`config.mk`:
```
export PLATFORM = sky130hd
export DESIGN_NAME = pat_core
export DESIGN_NICKNAME = d
export VERILOG_FILES = /design/src/pat_pkg.sv /design/src/pat_stage_if.sv /design/src/pat_alu.sv /design/src/pat_core.sv /design/src/pat_decode.sv /design/src/pat_execute.sv /design/src/pat_program_counter.sv /design/src/pat_reg_file.sv
export VERILOG_INCLUDE_DIRS = /design/src
export SDC_FILE = /design/constraint.sdc
export NUM_CORES = 1
export LEC_CHECK = 0
export BUFFER_PORTS_ARGS = -buffer_cell sky130_fd_sc_hd__buf_2
export CAP_MARGIN = 0
export CORE_UTILIZATION = 50
export DETAILED_ROUTE_END_ITERATION = 8
export PLACE_DENSITY = 0.68
export SYNTH_ARGS = -nofsm -noshare
export SYNTH_HDL_FRONTEND = slang
export SYNTH_SLANG_ARGS = --single-unit
```
`constraint.sdc`:
```
create_clock -name clk -period 5.4 [get_ports clk]
set_input_delay 0.54 -clock clk [delete_from_list [all_inputs] [get_ports clk]]
set_output_delay 0.54 -clock clk [all_outputs]
set_load 0.1 [all_outputs]
```
`src/pat_config.svh`:
```
`ifndef PAT_CONFIG_SVH
`define PAT_CONFIG_SVH

// ======================================================================
// datapath widths
// ======================================================================
`define PAT_DATA_WIDTH      8
`define PAT_REG_ADR_WIDTH   3   // register file holds 2**3 entries
`define PAT_INSTR_ADR_WIDTH 10
`define PAT_INSTR_WIDTH     17

// instruction word layout from msb down
`define PAT_RN_MSB    16
`define PAT_RN_LSB    14
`define PAT_COND_MSB  13
`define PAT_COND_LSB  12
`define PAT_OP8_MSB   11
`define PAT_OP8_LSB   8
`define PAT_IMM8_MSB  7
`define PAT_IMM8_LSB  0
`define PAT_OP3_MSB   7   // i3 opcode overlays the top of imm8
`define PAT_OP3_LSB   4
`define PAT_IMM3_MSB  2
`define PAT_IMM3_LSB  0
`define PAT_OP0_MSB   3   // i0 opcode overlays the bottom of imm8
`define PAT_OP0_LSB   0

`define PAT_OP_PREFIX 4'hf  // escape into the next opcode space

// ======================================================================
// opcodes
// ======================================================================
`define PAT_I8_ORI   4'h0
`define PAT_I8_ORR   4'h1
`define PAT_I8_ANDI  4'h2
`define PAT_I8_ANDR  4'h3
`define PAT_I8_ADDI  4'h4
`define PAT_I8_ADDR  4'h5
`define PAT_I8_SUBI  4'h6
`define PAT_I8_SUBR  4'h7
`define PAT_I8_LDI   4'h8
`define PAT_I8_BF    4'hd
`define PAT_I8_CALL  4'he

`define PAT_I3_SHLZI 4'h0
`define PAT_I3_SHLZR 4'h1
`define PAT_I3_SHLOI 4'h2
`define PAT_I3_SHLOR 4'h3
`define PAT_I3_SHRZI 4'h4
`define PAT_I3_SHRZR 4'h5
`define PAT_I3_SHROI 4'h6
`define PAT_I3_SHROR 4'h7
`define PAT_I3_IN    4'h8
`define PAT_I3_OUT   4'hb

`define PAT_I0_NOT   4'h0
`define PAT_I0_TEST  4'h2
`define PAT_I0_RET   4'h3
`define PAT_I0_NOP   4'h5

// condition codes
`define PAT_COND_Z   2'd0
`define PAT_COND_NZ  2'd1
`define PAT_COND_N   2'd2
`define PAT_COND_AL  2'd3

`define PAT_BRANCH_SHADOW 3   // commits squashed after a taken jump

// decoded operation classes
`define PAT_OP_NOP   5'd0
`define PAT_OP_OR    5'd1
`define PAT_OP_AND   5'd2
`define PAT_OP_ADD   5'd3
`define PAT_OP_SUB   5'd4
`define PAT_OP_SHLZ  5'd5
`define PAT_OP_SHLO  5'd6
`define PAT_OP_SHRZ  5'd7
`define PAT_OP_SHRO  5'd8
`define PAT_OP_NOT   5'd9
`define PAT_OP_IN    5'd10
`define PAT_OP_OUT   5'd11
`define PAT_OP_TEST  5'd12
`define PAT_OP_BF    5'd13
`define PAT_OP_CALL  5'd14
`define PAT_OP_RET   5'd15

`endif

```
`src/pat_pkg.sv`:
```
`include "pat_config.svh"

package pat_pkg;

	// ==================================================================
	// datapath types
	// ==================================================================
	typedef logic [`PAT_DATA_WIDTH-1:0]      pat_data_t;      // one data word
	typedef logic [`PAT_REG_ADR_WIDTH-1:0]   pat_reg_adr_t;   // register file address
	typedef logic [`PAT_INSTR_ADR_WIDTH-1:0] pat_instr_adr_t; // program address
	typedef logic [`PAT_INSTR_WIDTH-1:0]     pat_instr_t;     // raw instruction word

	// condition field of every instruction
	typedef logic [1:0] pat_cond_t;

	// decoded operation class, see PAT_OP_* codes
	typedef logic [4:0] pat_op_t;

	// execute stage control
	typedef enum logic
	{
		CTRL_RUN,   // normal commit
		CTRL_FLUSH  // squashing the branch shadow
	} pat_ctrl_state_t;

endpackage

```
`src/pat_stage_if.sv`:
```
`timescale 1ns/1ps

// one decoded instruction on its way from decode to execute
interface pat_stage_if
	import pat_pkg::*;
();

	logic           valid;
	pat_op_t        op;
	pat_reg_adr_t   rd;       // destination register, same as rn
	pat_cond_t      cond;
	pat_data_t      a;        // register value, zero for ldi
	pat_data_t      b;        // immediate, input port or register value
	logic           imm_form; // low for register forms that take the accumulator
	pat_instr_adr_t pc;       // address of this instruction

	modport decode
	(
		output valid, op, rd, cond, a, b, imm_form, pc
	);

	modport execute
	(
		input valid, op, rd, cond, a, b, imm_form, pc
	);

endinterface

```
`src/pat_alu.sv`:
```
`timescale 1ns/1ps
`include "pat_config.svh"

module pat_alu
	import pat_pkg::*;
(
	input  pat_op_t   i_op,
	input  pat_data_t i_a,
	input  pat_data_t i_b,
	output pat_data_t o_y
);

	localparam pat_data_t ONES = '1;

	logic [2:0] amt;       // shift by one to four
	pat_data_t  shl;
	pat_data_t  shr;
	pat_data_t  fill_low;  // vacated bits of a left shift
	pat_data_t  fill_high; // vacated bits of a right shift

	assign amt       = {1'b0, i_b[1:0]} + 3'd1;
	assign shl       = i_a << amt;
	assign shr       = i_a >> amt;
	assign fill_low  = ~(ONES << amt);
	assign fill_high = ~(ONES >> amt);

	always_comb
	begin
		case (i_op)
			`PAT_OP_OR:   o_y = i_a | i_b;
			`PAT_OP_AND:  o_y = i_a & i_b;
			`PAT_OP_ADD:  o_y = i_a + i_b;
			`PAT_OP_SUB:  o_y = i_a - i_b;
			`PAT_OP_NOT:  o_y = ~i_a;
			`PAT_OP_IN:   o_y = i_b;             // input port value
			`PAT_OP_SHLZ: o_y = shl;
			`PAT_OP_SHLO: o_y = shl | fill_low;
			`PAT_OP_SHRZ: o_y = shr;
			`PAT_OP_SHRO: o_y = shr | fill_high;
			default:      o_y = '0;
		endcase
	end

endmodule

```
`src/pat_core.sv`:
```
`timescale 1ns/1ps

module pat_core
	import pat_pkg::*;
(
	input  logic           clk,
	input  logic           reset,
	input  pat_instr_t     i_instruction,
	input  pat_data_t      i_in0,
	input  pat_data_t      i_in1,
	input  pat_data_t      i_in2,
	output pat_instr_adr_t o_pc,
	output logic           o_jump,
	output pat_data_t      o_out_data,
	output logic           o_out_valid
);

	pat_reg_adr_t   rd_adr;
	pat_data_t      rd_data;
	logic           wb_en;
	pat_reg_adr_t   wb_adr;
	pat_data_t      wb_data;
	logic           jump_rel;
	logic           jump_ret;
	logic           call;
	pat_instr_adr_t jump_base;
	pat_data_t      jump_offset;

	pat_stage_if i_stage_if ();

	pat_reg_file i_reg_file
	(
		.clk       (clk),
		.i_rd_adr  (rd_adr),
		.i_wr_en   (wb_en),
		.i_wr_adr  (wb_adr),
		.i_wr_data (wb_data),
		.o_rd_data (rd_data)
	);

	pat_decode i_decode
	(
		.clk           (clk),
		.reset         (reset),
		.i_instruction (i_instruction),
		.i_fetch_pc    (o_pc),
		.i_in0         (i_in0),
		.i_in1         (i_in1),
		.i_in2         (i_in2),
		.i_rd_data     (rd_data),
		.i_wb_en       (wb_en),
		.i_wb_adr      (wb_adr),
		.i_wb_data     (wb_data),
		.o_rd_adr      (rd_adr),
		.stage         (i_stage_if.decode)
	);

	pat_execute i_execute
	(
		.clk           (clk),
		.reset         (reset),
		.stage         (i_stage_if.execute),
		.o_wb_en       (wb_en),
		.o_wb_adr      (wb_adr),
		.o_wb_data     (wb_data),
		.o_jump_rel    (jump_rel),
		.o_jump_ret    (jump_ret),
		.o_call        (call),
		.o_jump_base   (jump_base),
		.o_jump_offset (jump_offset),
		.o_jump        (o_jump),
		.o_out_data    (o_out_data),
		.o_out_valid   (o_out_valid)
	);

	pat_program_counter i_program_counter
	(
		.clk           (clk),
		.reset         (reset),
		.i_jump_rel    (jump_rel),
		.i_jump_ret    (jump_ret),
		.i_call        (call),
		.i_jump_base   (jump_base),
		.i_jump_offset (jump_offset),
		.o_pc          (o_pc)
	);

endmodule

```
`src/pat_decode.sv`:
```
`timescale 1ns/1ps
`include "pat_config.svh"

module pat_decode
	import pat_pkg::*;
(
	input  logic           clk,
	input  logic           reset,
	input  pat_instr_t     i_instruction,
	input  pat_instr_adr_t i_fetch_pc,
	input  pat_data_t      i_in0,
	input  pat_data_t      i_in1,
	input  pat_data_t      i_in2,
	input  pat_data_t      i_rd_data,
	input  logic           i_wb_en,
	input  pat_reg_adr_t   i_wb_adr,
	input  pat_data_t      i_wb_data,
	output pat_reg_adr_t   o_rd_adr,
	pat_stage_if.decode    stage
);

	pat_instr_adr_t fetch_pc_d; // address that i_instruction answers
	pat_instr_t     instr_q;
	pat_instr_adr_t instr_pc_q;

	pat_reg_adr_t rn;
	pat_cond_t    cond;
	logic [3:0]   op8;
	logic [3:0]   op3;
	logic [3:0]   op0;
	logic [7:0]   imm8;
	logic [2:0]   imm3;

	logic      is_i8;
	logic      is_i3;
	logic      reg_form;
	pat_op_t   op;
	pat_data_t rn_val;
	pat_data_t imm_val;
	pat_data_t in_val;
	pat_data_t a_next;
	pat_data_t b_next;

	always_ff @(posedge clk)
	begin
		fetch_pc_d <= i_fetch_pc;
		instr_q    <= i_instruction;
		instr_pc_q <= fetch_pc_d;
	end

	assign rn   = instr_q[`PAT_RN_MSB:`PAT_RN_LSB];
	assign cond = instr_q[`PAT_COND_MSB:`PAT_COND_LSB];
	assign op8  = instr_q[`PAT_OP8_MSB:`PAT_OP8_LSB];
	assign imm8 = instr_q[`PAT_IMM8_MSB:`PAT_IMM8_LSB];
	assign op3  = imm8[`PAT_OP3_MSB:`PAT_OP3_LSB];
	assign imm3 = imm8[`PAT_IMM3_MSB:`PAT_IMM3_LSB];
	assign op0  = imm8[`PAT_OP0_MSB:`PAT_OP0_LSB];

	assign is_i8 = (op8 != `PAT_OP_PREFIX);
	assign is_i3 = !is_i8 && (op3 != `PAT_OP_PREFIX);

	// odd opcodes below 8 take a register operand in i8 and i3 space
	assign reg_form = (is_i8 && !op8[3] && op8[0]) || (is_i3 && !op3[3] && op3[0]);

	// ==================================================================
	// operation class
	// ==================================================================
	always_comb
	begin
		op = `PAT_OP_NOP;
		if (is_i8)
		begin
			case (op8)
				`PAT_I8_ORI, `PAT_I8_ORR:   op = `PAT_OP_OR;
				`PAT_I8_ANDI, `PAT_I8_ANDR: op = `PAT_OP_AND;
				`PAT_I8_ADDI, `PAT_I8_ADDR: op = `PAT_OP_ADD;
				`PAT_I8_SUBI, `PAT_I8_SUBR: op = `PAT_OP_SUB;
				`PAT_I8_LDI:                op = `PAT_OP_OR; // or with zero
				`PAT_I8_BF:                 op = `PAT_OP_BF;
				`PAT_I8_CALL:               op = `PAT_OP_CALL;
				default:                    op = `PAT_OP_NOP;
			endcase
		end
		else if (is_i3)
		begin
			case (op3)
				`PAT_I3_SHLZI, `PAT_I3_SHLZR: op = `PAT_OP_SHLZ;
				`PAT_I3_SHLOI, `PAT_I3_SHLOR: op = `PAT_OP_SHLO;
				`PAT_I3_SHRZI, `PAT_I3_SHRZR: op = `PAT_OP_SHRZ;
				`PAT_I3_SHROI, `PAT_I3_SHROR: op = `PAT_OP_SHRO;
				`PAT_I3_IN:                   op = `PAT_OP_IN;
				`PAT_I3_OUT:                  op = `PAT_OP_OUT;
				default:                      op = `PAT_OP_NOP;
			endcase
		end
		else
		begin
			case (op0)
				`PAT_I0_NOT:  op = `PAT_OP_NOT;
				`PAT_I0_TEST: op = `PAT_OP_TEST;
				`PAT_I0_RET:  op = `PAT_OP_RET;
				`PAT_I0_NOP:  op = `PAT_OP_NOP;
				default:      op = `PAT_OP_NOP;
			endcase
		end
	end

	// ==================================================================
	// operand selection
	// ==================================================================
	assign o_rd_adr = rn;

	// the instruction ahead commits at the same edge this one is registered
	assign rn_val  = (i_wb_en && (i_wb_adr == rn)) ? i_wb_data : i_rd_data;
	assign imm_val = is_i8 ? imm8 : {{(`PAT_DATA_WIDTH-3){1'b0}}, imm3};

	always_comb
	begin
		case (imm3) // one-hot port select
			3'b001:  in_val = i_in0;
			3'b010:  in_val = i_in1;
			3'b100:  in_val = i_in2;
			default: in_val = i_in0;
		endcase
	end

	assign a_next = (is_i8 && (op8 == `PAT_I8_LDI)) ? '0 : rn_val;

	always_comb
	begin
		if (op == `PAT_OP_IN)
			b_next = in_val;
		else if (reg_form)
			b_next = rn_val;
		else
			b_next = imm_val;
	end

	always_ff @(posedge clk)
	begin
		if (reset)
			stage.valid <= 1'b0;
		else
			stage.valid <= 1'b1; // no stalls, a slot every cycle
	end

	always_ff @(posedge clk)
	begin
		stage.op       <= op;
		stage.rd       <= rn;
		stage.cond     <= cond;
		stage.a        <= a_next;
		stage.b        <= b_next;
		stage.imm_form <= !reg_form;
		stage.pc       <= instr_pc_q;
	end

endmodule

```
`src/pat_execute.sv`:
```
`timescale 1ns/1ps
`include "pat_config.svh"

module pat_execute
	import pat_pkg::*;
(
	input  logic           clk,
	input  logic           reset,
	pat_stage_if.execute   stage,
	output logic           o_wb_en,
	output pat_reg_adr_t   o_wb_adr,
	output pat_data_t      o_wb_data,
	output logic           o_jump_rel,
	output logic           o_jump_ret,
	output logic           o_call,
	output pat_instr_adr_t o_jump_base,
	output pat_data_t      o_jump_offset,
	output logic           o_jump,
	output pat_data_t      o_out_data,
	output logic           o_out_valid
);

	localparam int SHADOW_W = $clog2(`PAT_BRANCH_SHADOW + 1);

	pat_ctrl_state_t     state;
	logic [SHADOW_W-1:0] shadow_cnt;

	pat_data_t acc;
	logic      z;
	logic      n;

	logic      cond_ok;
	logic      commit;
	logic      result_op;
	logic      take_jump;
	pat_data_t alu_a;
	pat_data_t alu_y;

	always_comb
	begin
		cond_ok = 1'b0;
		case (stage.cond)
			`PAT_COND_Z:  cond_ok = z;
			`PAT_COND_NZ: cond_ok = !z;
			`PAT_COND_N:  cond_ok = n;
			`PAT_COND_AL: cond_ok = 1'b1;
		endcase
	end

	assign commit = stage.valid && cond_ok && (state == CTRL_RUN);

	always_comb
	begin
		case (stage.op)
			`PAT_OP_OR, `PAT_OP_AND, `PAT_OP_ADD, `PAT_OP_SUB,
			`PAT_OP_SHLZ, `PAT_OP_SHLO, `PAT_OP_SHRZ, `PAT_OP_SHRO,
			`PAT_OP_NOT, `PAT_OP_IN:
				result_op = 1'b1;
			default:
				result_op = 1'b0;
		endcase
	end

	// ==================================================================
	// alu and write-back
	// ==================================================================
	assign alu_a = stage.imm_form ? stage.a : acc; // register forms work on acc

	pat_alu i_alu
	(
		.i_op (stage.op),
		.i_a  (alu_a),
		.i_b  (stage.b),
		.o_y  (alu_y)
	);

	assign o_wb_en   = commit && result_op;
	assign o_wb_adr  = stage.rd;
	assign o_wb_data = alu_y;

	// jump request goes straight to the pc for this edge
	assign o_jump_rel    = commit && ((stage.op == `PAT_OP_BF) || (stage.op == `PAT_OP_CALL));
	assign o_jump_ret    = commit && (stage.op == `PAT_OP_RET);
	assign o_call        = commit && (stage.op == `PAT_OP_CALL);
	assign o_jump_base   = stage.pc;
	assign o_jump_offset = stage.b;
	assign take_jump     = o_jump_rel || o_jump_ret;

	// ==================================================================
	// state, flags and output port
	// ==================================================================
	always_ff @(posedge clk)
	begin
		if (reset)
		begin
			state       <= CTRL_FLUSH; // stale fetches are in flight
			shadow_cnt  <= SHADOW_W'(`PAT_BRANCH_SHADOW);
			acc         <= '0;
			z           <= 1'b0;
			n           <= 1'b0;
			o_jump      <= 1'b0;
			o_out_valid <= 1'b0;
		end
		else
		begin
			o_jump      <= take_jump;
			o_out_valid <= commit && (stage.op == `PAT_OP_OUT);
			if (o_wb_en)
				acc <= alu_y;
			if (commit && (stage.op == `PAT_OP_TEST))
			begin
				z <= (stage.a == '0);
				n <= stage.a[`PAT_DATA_WIDTH-1];
			end
			case (state)
				CTRL_RUN:
				begin
					if (take_jump)
					begin
						state      <= CTRL_FLUSH;
						shadow_cnt <= SHADOW_W'(`PAT_BRANCH_SHADOW);
					end
				end
				CTRL_FLUSH:
				begin
					shadow_cnt <= shadow_cnt - 1'b1; // one squashed slot per cycle
					if (shadow_cnt == SHADOW_W'(1))
						state <= CTRL_RUN;
				end
				default:
					state <= CTRL_FLUSH;
			endcase
		end
	end

	always_ff @(posedge clk)
	begin
		if (commit && (stage.op == `PAT_OP_OUT))
			o_out_data <= stage.a;
	end

endmodule

```
`src/pat_program_counter.sv`:
```
`timescale 1ns/1ps
`include "pat_config.svh"

module pat_program_counter
	import pat_pkg::*;
(
	input  logic           clk,
	input  logic           reset,
	input  logic           i_jump_rel,
	input  logic           i_jump_ret,
	input  logic           i_call,
	input  pat_instr_adr_t i_jump_base,
	input  pat_data_t      i_jump_offset,
	output pat_instr_adr_t o_pc
);

	pat_instr_adr_t pc_q;
	pat_instr_adr_t link_q; // single level, calls do not nest
	pat_instr_adr_t target;

	assign target = i_jump_base
		+ {{(`PAT_INSTR_ADR_WIDTH-`PAT_DATA_WIDTH){i_jump_offset[`PAT_DATA_WIDTH-1]}},
		i_jump_offset};

	always_ff @(posedge clk)
	begin
		if (reset)
			pc_q <= '0;
		else if (i_jump_rel)
			pc_q <= target;
		else if (i_jump_ret)
			pc_q <= link_q;
		else
			pc_q <= pc_q + 1'b1;
	end

	always_ff @(posedge clk)
	begin
		if (i_call)
			link_q <= i_jump_base + 1'b1; // return to the word after the call
	end

	assign o_pc = pc_q;

endmodule

```
`src/pat_reg_file.sv`:
```
`timescale 1ns/1ps
`include "pat_config.svh"

module pat_reg_file
	import pat_pkg::*;
(
	input  logic         clk,
	input  pat_reg_adr_t i_rd_adr,
	input  logic         i_wr_en,
	input  pat_reg_adr_t i_wr_adr,
	input  pat_data_t    i_wr_data,
	output pat_data_t    o_rd_data
);

	localparam int DEPTH = 1 << `PAT_REG_ADR_WIDTH;

	pat_data_t regs [DEPTH];

	assign o_rd_data = regs[i_rd_adr]; // read port is combinational

	always_ff @(posedge clk)
	begin
		if (i_wr_en)
		begin
			regs[i_wr_adr] <= i_wr_data;
		end
	end

endmodule

```
==> impl_metrics.json, run 1 <==
{
  "outcome": "completed",
  "grt_start_max_net_pins": 26,
  "r2r_start": "i_decode.stage.b[1]",
  "fp.dieH_um": 136,
  "fillCellCount": 1441,
  "tightest_slew_ps": 1130,
  "cts_resized": 0,
  "worstHoldPathCells": 1,
  "cts_root_buf": "clkbuf_16",
  "cts_tree": "done",
  "wl_per_cell_um": 20.9,
  "post-cts-setup-buffer-count": 0,
  "drt_pass1_iterations": 5,
  "syn-num-nets": 863,
  "gp_congestion": 0.909,
  "nets": 922,
  "powerDensity_mw_per_mm2": 338,
  "ant_nets": 0,
  "cp-start-kind": "register",
  "p_sw_mw": 1.00,
  "rsz0062_at_grt": "false",
  "yosys_register_bits": 190,
  "rows": 48,
  "power_frac_comb_pct": 16.3,
  "finClkSkew_ps": 8.89,
  "coreArea_mm2": 0.0174,
  "min_to": "i_decode.instr_q[1]",
  "antenna_cells": 0,
  "async_reset_ff_share_pct": 0,
  "ir_drop_mv": 0.305,
  "synth_area_per_cell_um2": 11.5,
  "drive_above_1_share_pct": 18.2,
  "max-cap-violations": 0,
  "drc": 0,
  "r2r-end": "i_reg_file.regs[5][2]",
  "synth_edf_count": 82,
  "postSynthCellCount": 785,
  "drtIter0Drc": 556,
  "power.internal_mw": 2.42,
  "grt.total_usage_pct": 25.8,
  "fin_crit_ps": 4120,
  "maxSlewViolCount": 0,
  "overflow": 0,
  "syn_to_final_growth_pct": 12.5,
  "p_sw_share_pct": 29.2,
  "grt_pass1_vias": 6287,
  "seq_area_frac_synth_pct": 51.4,
  "synth_top_area_share_pct": 27.4,
  "slew_headroom_pct": 24.3,
  "sequentialPowerShare_pct": 48.5,
  "vias_per_cell": 6.03,
  "antenna_found_initial": 0,
  "worstRegToRegCells": 8,
  "cts_buffer_depth": 2,
  "fmax_mhz": 243,
  "fin_setup_tns_ps": 0,
  "clock_power_share_pct": 35.2,
  "clk_pin_slew_worst_paths_ps": 70,
  "cts_htree_levels": 4,
  "hold_viol": 0,
  "die_x_um": 136,
  "cp_max_fo": 15,
  "vias": 6525,
  "dp_hpwl_um": 16500,
  "finalCritPeriodShare_pct": 76.3,
  "dieArea_mm2": 0.0185,
  "cts_sinks": 190,
  "crit_path_end_kind": "register",
  "setup_viol": 0,
  "initial_core_util_pct": 51.7,
  "yosys_warnings": 0,
  "critPathKind": "reg -> reg",
  "regToRegSetupSlack_ps": 1280,
  "top_level_ports": 63,
  "ys.flop_type": "dfxtp_1",
  "hp-class": "in -> reg",
  "cts_inserted_buffers": 17,
  "syn_area_mm2": 0.00900,
  "required_ps": 5510,
  "synth_cell_type_count": 82,
  "p_leak_nw": 3.88,
  "p_total_mw": 3.42,
  "worstHoldStart": "i_instruction[1]",
  "arrival_ps": 4230,
  "synth_area_leaders": "edfxtp_1 27%, dfxtp_1 24%, mux4_2 4.8%",
  "clk-insertion-delay-late_ps": 430,
  "io_buffers": 62,
  "postRouteWirelength_um": 22600,
  "synth_top_area_cell": "edfxtp_1",
  "holdBufCountCts": 0,
  "grt_pass1_wl_um": 35300
}
critical path, cell delays in order, from the launching register on:
cell and delay (ps):
dfxtp_1 720, clkinv_1 520, ha_1 600, mux2_2 360
fa_1 410, nor2b_1 210, nor3_1 90, a211oi_1 590
inv_1 290
cell usage after synthesis, drive strengths merged, types with 9 or more instances:
cell and instances:
dfxtp 108, edfxtp 82, nand2 52, nor2 42, o21ai 34, ha 33, a21oi 32, inv 27
mux4 23, nor3 23, xnor2 23, mux2i 22, clkbuf 20, a211oi 16, nor2b 16, nand3 15
buf 14, o211ai 13, xor2 13, a31oi 12, mux2 12, nor4 11, o22a 11, or3 11
nand2b 10, o22ai 9
how the worst max path moves through the flow:
stage | start | end | slack (ps) | cells after the start
after global placement | i_decode.stage.b[1] | i_reg_file.regs[6][2] | 1420 | 8
after detailed placement | i_decode.stage.b[1] | i_reg_file.regs[5][2] | 1320 | 8
after CTS | i_decode.stage.b[1] | i_reg_file.regs[3][2] | 1290 | 8
after global routing | i_decode.stage.b[1] | i_reg_file.regs[4][2] | 980 | 8
final | i_decode.stage.b[1] | i_reg_file.regs[5][2] | 1280 | 8
after floorplan | i_decode.stage.b[1] | i_reg_file.regs[0][5] | 1970 | 13
cell usage in the layout, fill, tap and decap left out, drive strengths merged, types with 13 or more instances in the layout:
| cell type | instances |
|---|---|
| a211oi | 16 |
| a21oi | 32 |
| buf | 74 |
| clkbuf | 18 |
| dfxtp | 108 |
| edfxtp | 82 |
| ha | 33 |
| inv | 32 |
| mux2i | 22 |
| mux4 | 23 |
| nand2 | 52 |
| nand3 | 15 |
| nor2 | 42 |
| nor2b | 16 |
| nor3 | 23 |
| o211ai | 13 |
| o21ai | 34 |
| xnor2 | 23 |
| xor2 | 13 |
area by class of cell:
cell class	count	area, µm²	share of cell area, %
Inverter	29	109	1.08
Multi-Input combinational cell	532	4130	40.8
Clock buffer	18	429	4.24
Tap cell	225	282	2.78
Timing Repair Buffer	74	400	3.95
Sequential cell	190	4620	45.7
Clock inverter	14	150	1.48
layer usage:
metal | up-vias | routed length (µm) | GRT usage (%)
met1 | 3181 | 10200 | 34.9
met5 | - | 0 | 0
met2 | 240 | 10800 | 41.2
met4 | 0 | 487 | 8.95
li1 | 3071 | - | -
met3 | 33 | 1170 | 5.11
power by group through the flow:
stage | clock network [mW] | logic, mW | registers [mW]
2_1_floorplan | 0 | 0.398 | 1.66
3_3_place_gp | 0 | 0.539 | 1.69
3_5_place_dp | 0 | 0.550 | 1.69
4_1_cts | 1.23 | 0.554 | 1.66
5_1_grt | 1.27 | 0.610 | 1.67
6_report | 1.20 | 0.557 | 1.66
metrics by stage:
step	std cells	instance area, µm²	hold WS, ps	worst slack (ps)	util (%)
floorplan	785	9000	310	1970	-
global placement	1050	9550	311	1420	54.8
detailed placement	1050	9550	312	1320	54.8
CTS	1082	10100	189	1290	58.1
global route	1082	10100	186	975	58.1
finish	1082	10100	203	1280	58.1
sequential cells by signal (all words and copies together), names as in the netlist, 2 cells and up, named ones only:
name                      count
i_decode.fetch_pc_d          10
i_program_counter.o_pc       10
i_reg_file.regs              64
i_decode.stage.cond           2
i_execute.o_out_data          8
i_decode.instr_q             17
i_decode.stage.b              8
i_decode.stage.pc            10
i_decode.instr_pc_q          10
i_execute.acc                 8
i_decode.stage.rd             3
i_decode.stage.a              8
i_execute.shadow_cnt          2
i_program_counter.link_q     10
i_decode.stage.op             4
logic make-up (layout without fill, tap and decap cells):
family / count (synthesis) / in the layout / synth area share [%]
AOI/OAI and AO/OA: 177 / 177 / 13.7
xor gates and xnor gates: 36 / 36 / 3.50
adders and majority gates: 35 / 35 / 5.03
buffers and inverters: 63 / 135 / 2.93
DFF: 190 / 190 / 51.4
muxes: 57 / 57 / 9.87
and+or+nand+nor: 227 / 227 / 13.6
Note: power is estimated with default switching activity, not from simulation.
==> inputs of run 2 (changes only) <==
Settings changed: PLACE_DENSITY 0.68 to 0.71.
Clock period 5.4 ns to 3.5 ns, I/O delays scaled along.
==> run 2 against run 1 <==
Critical path depth rose by 3; die area stayed put; sequential share of layout area down 0.82 points; power rose by 55%; setup slack worse by 780 ps; count of clock-buffer cells in the layout down 1; final area up 1.8%; hold slack got worse by 180 ps; clock power increased by 58%; critical path type unchanged; critical endpoint is now i_reg_file.regs[2][6]; largest cell class unchanged; largest power group unchanged; highest routed layer unchanged.
==> impl_metrics.json, run 2 (synthesis gave the netlist of run 1 again) <==
{
  "outcome": "completed",
  "critPathCapture": "i_reg_file.regs[2][6]",
  "cts_inserted_buffers": 17,
  "drtIter0Drc": 547,
  "dp_hpwl_um": 15500,
  "hp-class": "in -> reg",
  "power.internal_mw": 3.76,
  "grt_start_max_net_pins": 25,
  "grt_pass1_vias": 6058,
  "dieArea_mm2": 0.0185,
  "cp_slowest_cell": "o311ai_0",
  "fin_area_mm2": 0.0103,
  "drt_pass1_iterations": 5,
  "antenna_cells": 0,
  "setup_viol": 0,
  "cts_root_buf": "clkbuf_16",
  "syn_to_final_growth_pct": 14.6,
  "power_frac_comb_pct": 16.8,
  "nets": 945,
  "regToRegSetupSlack_ps": 510,
  "slew_headroom_pct": 35.6,
  "vias_per_cell": 5.95,
  "sequentialPowerShare_pct": 47.7,
  "ant_nets": 0,
  "cts_buffer_depth": 2,
  "fin_setup_tns_ps": 0,
  "cp-start-kind": "register",
  "antenna_found_initial": 0,
  "ir_drop_mv": 0.466,
  "rsz0062_at_grt": "false",
  "die_x_um": 136,
  "r2r_start": "i_decode.stage.b[1]",
  "arrival_ps": 3150,
  "initial_core_util_pct": 51.7,
  "required_ps": 3660,
  "final_common_cell": "dfxtp_1",
  "gp_congestion": 0.919,
  "overflow": 0,
  "ff_latch_area_mm2": 0.00462,
  "finalCritPeriodShare_pct": 85.6,
  "fin_crit_ps": 2990,
  "cts_tree": "done",
  "grt_pass1_wl_um": 33500,
  "fp.dieH_um": 136,
  "multi_input_area_mm2": 0.00412,
  "vias": 6575,
  "wl_per_cell_um": 19.4,
  "maxSlewViolCount": 0,
  "fillCellCount": 1423,
  "clk_pin_slew_worst_paths_ps": 70,
  "path_cells": "clkinv_1 > buf_4 > ha_1 > nor2_1 > xnor2_1 > ha_1 > nor2b_1 > o31a_1 > o311ai_0 > nor3b_2 > inv_1",
  "largest_register_ffs": 64,
  "worstRegToRegCells": 11,
  "reg_top3": "i_reg_file.regs (64), i_decode.instr_q (17)",
  "rows": 48,
  "crit_top_cell": "ha_1",
  "cts_htree_levels": 4,
  "max-cap-violations": 0,
  "drive_above_1_share_pct": 19.4,
  "max_stage_delay_ps": 370,
  "hold_viol": 0,
  "finClkSkew_ps": 17.8,
  "top_level_ports": 63,
  "fmax_mhz": 334,
  "crit_path_end_kind": "register",
  "cp_max_fo": 8,
  "drc": 0,
  "critPathKind": "reg -> reg",
  "postRouteWirelength_um": 21500,
  "tightest_slew_ps": 959,
  "p_sw_share_pct": 29.2,
  "coreArea_mm2": 0.0174,
  "r2r-end": "i_reg_file.regs[2][6]",
  "place_area_mm2": 0.00966,
  "crit_start": "i_decode.stage.b[1]",
  "layout_common_cells": "108 x dfxtp_1, 82 x edfxtp_1, 62 x buf_2, 52 x nand2_1, 42 x nor2_1",
  "utilization_pct": 59.2,
  "p_sw_mw": 1.55,
  "p_total_mw": 5.32,
  "p_leak_nw": 3.99,
  "io_buffers": 62,
  "powerDensity_mw_per_mm2": 516,
  "clock_power_share_pct": 35.5,
  "grt.total_usage_pct": 24.3,
  "clk-insertion-delay-late_ps": 440,
  "regMostFlops": "i_reg_file.regs",
  "cts_sinks": 190
}
==> run 2: cell types whose count changed in the layout (fill, tap and decap cells not counted), sizes merged <==
cell / previous run / this run
clkbuf: 18 / 17
dlygate4sd3: 0 / 7
clkinv: 9 / 5
inv: 32 / 37
buf: 74 / 90
==> run 2: cell type report <==
type | count | share of cell area (%)
sequential | 190 | 44.9
timing repair buffer | 97 | 5.73
tap | 225 | 2.73
clock buffer | 17 | 4.13
inverter | 29 | 1.06
clock inverter | 15 | 1.52
multi-input combinational | 532 | 40.0
==> run 2: critical path, delay by kind of cell (launching register included) <==
family	cells	cell delay, ps
AOI/OAI and AO/OA	2	640
and+or+nand+nor	3	600
adders and majority gates	2	530
buffers and inverters	3	440
DFF	1	360
xor gates and xnor gates	1	140
==> run 2: worst min-delay path by stage <==
stage,from,end,cells past startpoint
2_1_floorplan,i_decode.fetch_pc_d[0],i_decode.instr_pc_q[0],0
3_3_place_gp,i_decode.fetch_pc_d[5],i_decode.instr_pc_q[5],0
3_5_place_dp,i_decode.fetch_pc_d[2],i_decode.instr_pc_q[2],0
4_1_cts,i_instruction[13],i_decode.instr_q[13],1
5_1_grt,i_instruction[13],i_decode.instr_q[13],1
6_report,i_instruction[12],i_decode.instr_q[12],1
==> run 2: power groups by stage <==
stage | clock, mW | combinational, mW | sequential [mW]
after detailed placement | 0 | 0.874 | 2.58
final | 1.89 | 0.895 | 2.54
after floorplan | 0 | 0.614 | 2.57
after global routing | 2.00 | 0.980 | 2.54
after CTS | 1.92 | 0.885 | 2.53
after global placement | 0 | 0.870 | 2.58
==> run 2: metrics by stage <==
| stage | instances | hold slack, ps | setup WS, ps |
|---|---|---|---|
| final | 1105 | 23.2 | 506 |
| after CTS | 1105 | 7.93 | 506 |
| after detailed placement | 1066 | 314 | 491 |
| after global routing | 1105 | 8.00 | 264 |
| after global placement | 1066 | 312 | 588 |
| after floorplan | 785 | 310 | 68.9 |
==> run 2: timing repair <==
item                      4_1_cts  5_1_grt
setup buffers                   0        0
hold endpoints to repair        7        0
hold buffers                    7        0
gates resized for setup         0        0
==> run 2: layer usage <==
layer | wire (µm) | vias up | GRT usage, %
met5 | 0 | - | 0
met4 | 457 | 0 | 9.14
met3 | 1610 | 33 | 6.41
met2 | 9740 | 245 | 37.1
met1 | 9690 | 3157 | 33.1
li1 | - | 3140 | -
==> inputs of run 3 (changes only) <==
Settings changed: CORE_ASPECT_RATIO set to 0.6.
==> run 3 against run 2 <==
Via count is 2.8% higher; final area is 0.64% higher; flip-flop and latch count stayed put; hold slack worse by 12 ps; register-to-register slack worse by 150 ps; first-iteration DRC count is 75% higher; sequential share of layout area is 0.29 points lower; global-route usage is 1.8 points higher; wire length is 7.8% higher; fmax is 4.9% lower.
==> impl_metrics.json, run 3 (synthesis gave the netlist of run 1 again) <==
{
  "outcome": "completed",
  "regMostFlops": "i_reg_file.regs",
  "clk_pin_slew_worst_paths_ps": 80,
  "cts_tree": "done",
  "final_common_cell": "dfxtp_1",
  "antenna_found_initial": 0,
  "largest_register_ffs": 64,
  "utilization_pct": 59.8,
  "cts_buffer_depth": 2,
  "reg_top3": "i_reg_file.regs (64), i_decode.instr_q (17)",
  "dieArea_mm2": 0.0186,
  "ant_nets": 0,
  "io_buffers": 62,
  "r2r_start": "i_decode.stage.imm_form",
  "critPathKind": "reg -> reg",
  "crit_path_end_kind": "register",
  "layout_common_cells": "108 x dfxtp_1, 82 x edfxtp_1, 62 x buf_2, 52 x nand2_1, 42 x nor2_1",
  "regToRegSetupSlack_ps": 350,
  "top_level_ports": 63,
  "vias": 6761,
  "grt_pass1_vias": 6226,
  "initial_core_util_pct": 51.8,
  "antenna_cells": 0,
  "coreArea_mm2": 0.0174,
  "r2r-end": "i_reg_file.regs[0][6]",
  "fillCellCount": 1427,
  "drt_pass1_iterations": 5,
  "postRouteWirelength_um": 23200,
  "arrival_ps": 3310,
  "vias_per_cell": 6.04,
  "fin_crit_ps": 3150,
  "post-cts-setup-buffer-count": 0,
  "finClkSkew_ps": 14.5,
  "rows": 37,
  "cts_inserted_buffers": 17,
  "fp.dieH_um": 106,
  "p_total_mw": 5.36,
  "crit_start": "i_decode.stage.imm_form",
  "ff_latch_area_mm2": 0.00462,
  "place_area_mm2": 0.00971,
  "worstHoldStart": "i_instruction[12]",
  "hold_viol": 0,
  "hp-class": "in -> reg",
  "min_to": "i_decode.instr_q[12]",
  "rsz0062_at_grt": "false",
  "cts_root_buf": "clkbuf_16",
  "maxSlewViolCount": 0,
  "drtIter0Drc": 956,
  "nets": 951,
  "drive_above_1_share_pct": 19.9,
  "setup_viol": 0,
  "worstHoldPathCells": 1,
  "tightest_slew_ps": 1040,
  "p_leak_nw": 4.03,
  "slew_headroom_pct": 29.9,
  "syn_to_final_growth_pct": 15.3,
  "cp_max_fo": 9,
  "grt_start_max_net_pins": 25,
  "finalCritPeriodShare_pct": 90.0,
  "multi_input_area_mm2": 0.00412,
  "fin_setup_tns_ps": 0,
  "required_ps": 3660,
  "grt_pass1_wl_um": 35900,
  "worstRegToRegCells": 8,
  "max-cap-violations": 0,
  "cts_htree_levels": 4,
  "cp-start-kind": "register",
  "fin_area_mm2": 0.0104,
  "cts_sinks": 190,
  "ir_drop_mv": 0.383,
  "drc": 0,
  "die_x_um": 175,
  "fmax_mhz": 318,
  "overflow": 0,
  "powerDensity_mw_per_mm2": 516,
  "dp_hpwl_um": 17100,
  "clk-insertion-delay-late_ps": 440,
  "grt.total_usage_pct": 26.1,
  "gp_congestion": 0.961,
  "wl_per_cell_um": 20.7
}
==> run 3: cell count changes in the layout (fill, tap and decap cells not counted), sizes merged <==
cell | before | now
clkinv | 5 | 8
dlygate4sd3 | 7 | 8
inv | 37 | 36
buf | 90 | 95
clkinvlp | 2 | 0
==> run 3: final cells by class <==
class,instances,area share (%)
flip-flops and latches,190,44.6
repair buffers,103,6.15
clock buffers,17,4.10
clock inverters,15,1.58
multi-input cells,532,39.7
inverters,29,1.05
well taps,234,2.82
==> run 3: worst max path at each step <==
| stage | endpoint | slack (ps) | depth (start not counted) |
|---|---|---|---|
| 2_1_floorplan | i_reg_file.regs[0][5] | 70 | 13 |
| 3_3_place_gp | i_reg_file.regs[2][6] | 590 | 8 |
| 3_5_place_dp | i_reg_file.regs[1][6] | 490 | 8 |
| 4_1_cts | i_reg_file.regs[3][6] | 390 | 8 |
| 5_1_grt | i_reg_file.regs[3][6] | 140 | 8 |
| 6_report | i_reg_file.regs[0][6] | 350 | 8 |
==> run 3: critical path, cell delays in order, from the launching register on <==
cell      delay [ps]
dfxtp_1          550
buf_4            240
mux2_2           390
ha_1             340
nor2b_1          160
o31a_1           300
o311ai_0         460
nor3b_2          280
inv_1            150
==> run 3: repair_timing <==
| item | CTS | global route |
|---|---|---|
| resized for setup | 0 | 0 |
| endpoints found under the hold margin | 8 | 0 |
| hold buffers | 8 | 0 |
==> run 3: power breakdown <==
group | switching, mW | internal, mW | total (mW)
Clock | 0.953 | 0.962 | 1.91
Combinational | 0.542 | 0.364 | 0.907
Sequential | 0.0913 | 2.44 | 2.54
==> run 3: metrics by stage <==
step | hold WS, ps | instances | setup slack, ps
2_1_floorplan | 310 | 785 | 68.9
6_report | 10.7 | 1120 | 351
5_1_grt | 0.142 | 1120 | 139
3_3_place_gp | 310 | 1080 | 586
3_5_place_dp | 312 | 1080 | 486
4_1_cts | 0.465 | 1120 | 391
==> run 3: per-layer routing <==
metal  wire length, µm  part of all wire, %  vias up  GRT usage (%)
met1             11400                   49     3224           41.9
met5                 0                    0        -              0
li1                  -                    -     3148              -
met3              2630                   11       18           6.97
met4               222                 0.96        0           6.96
met2              8930                   39      371           33.8
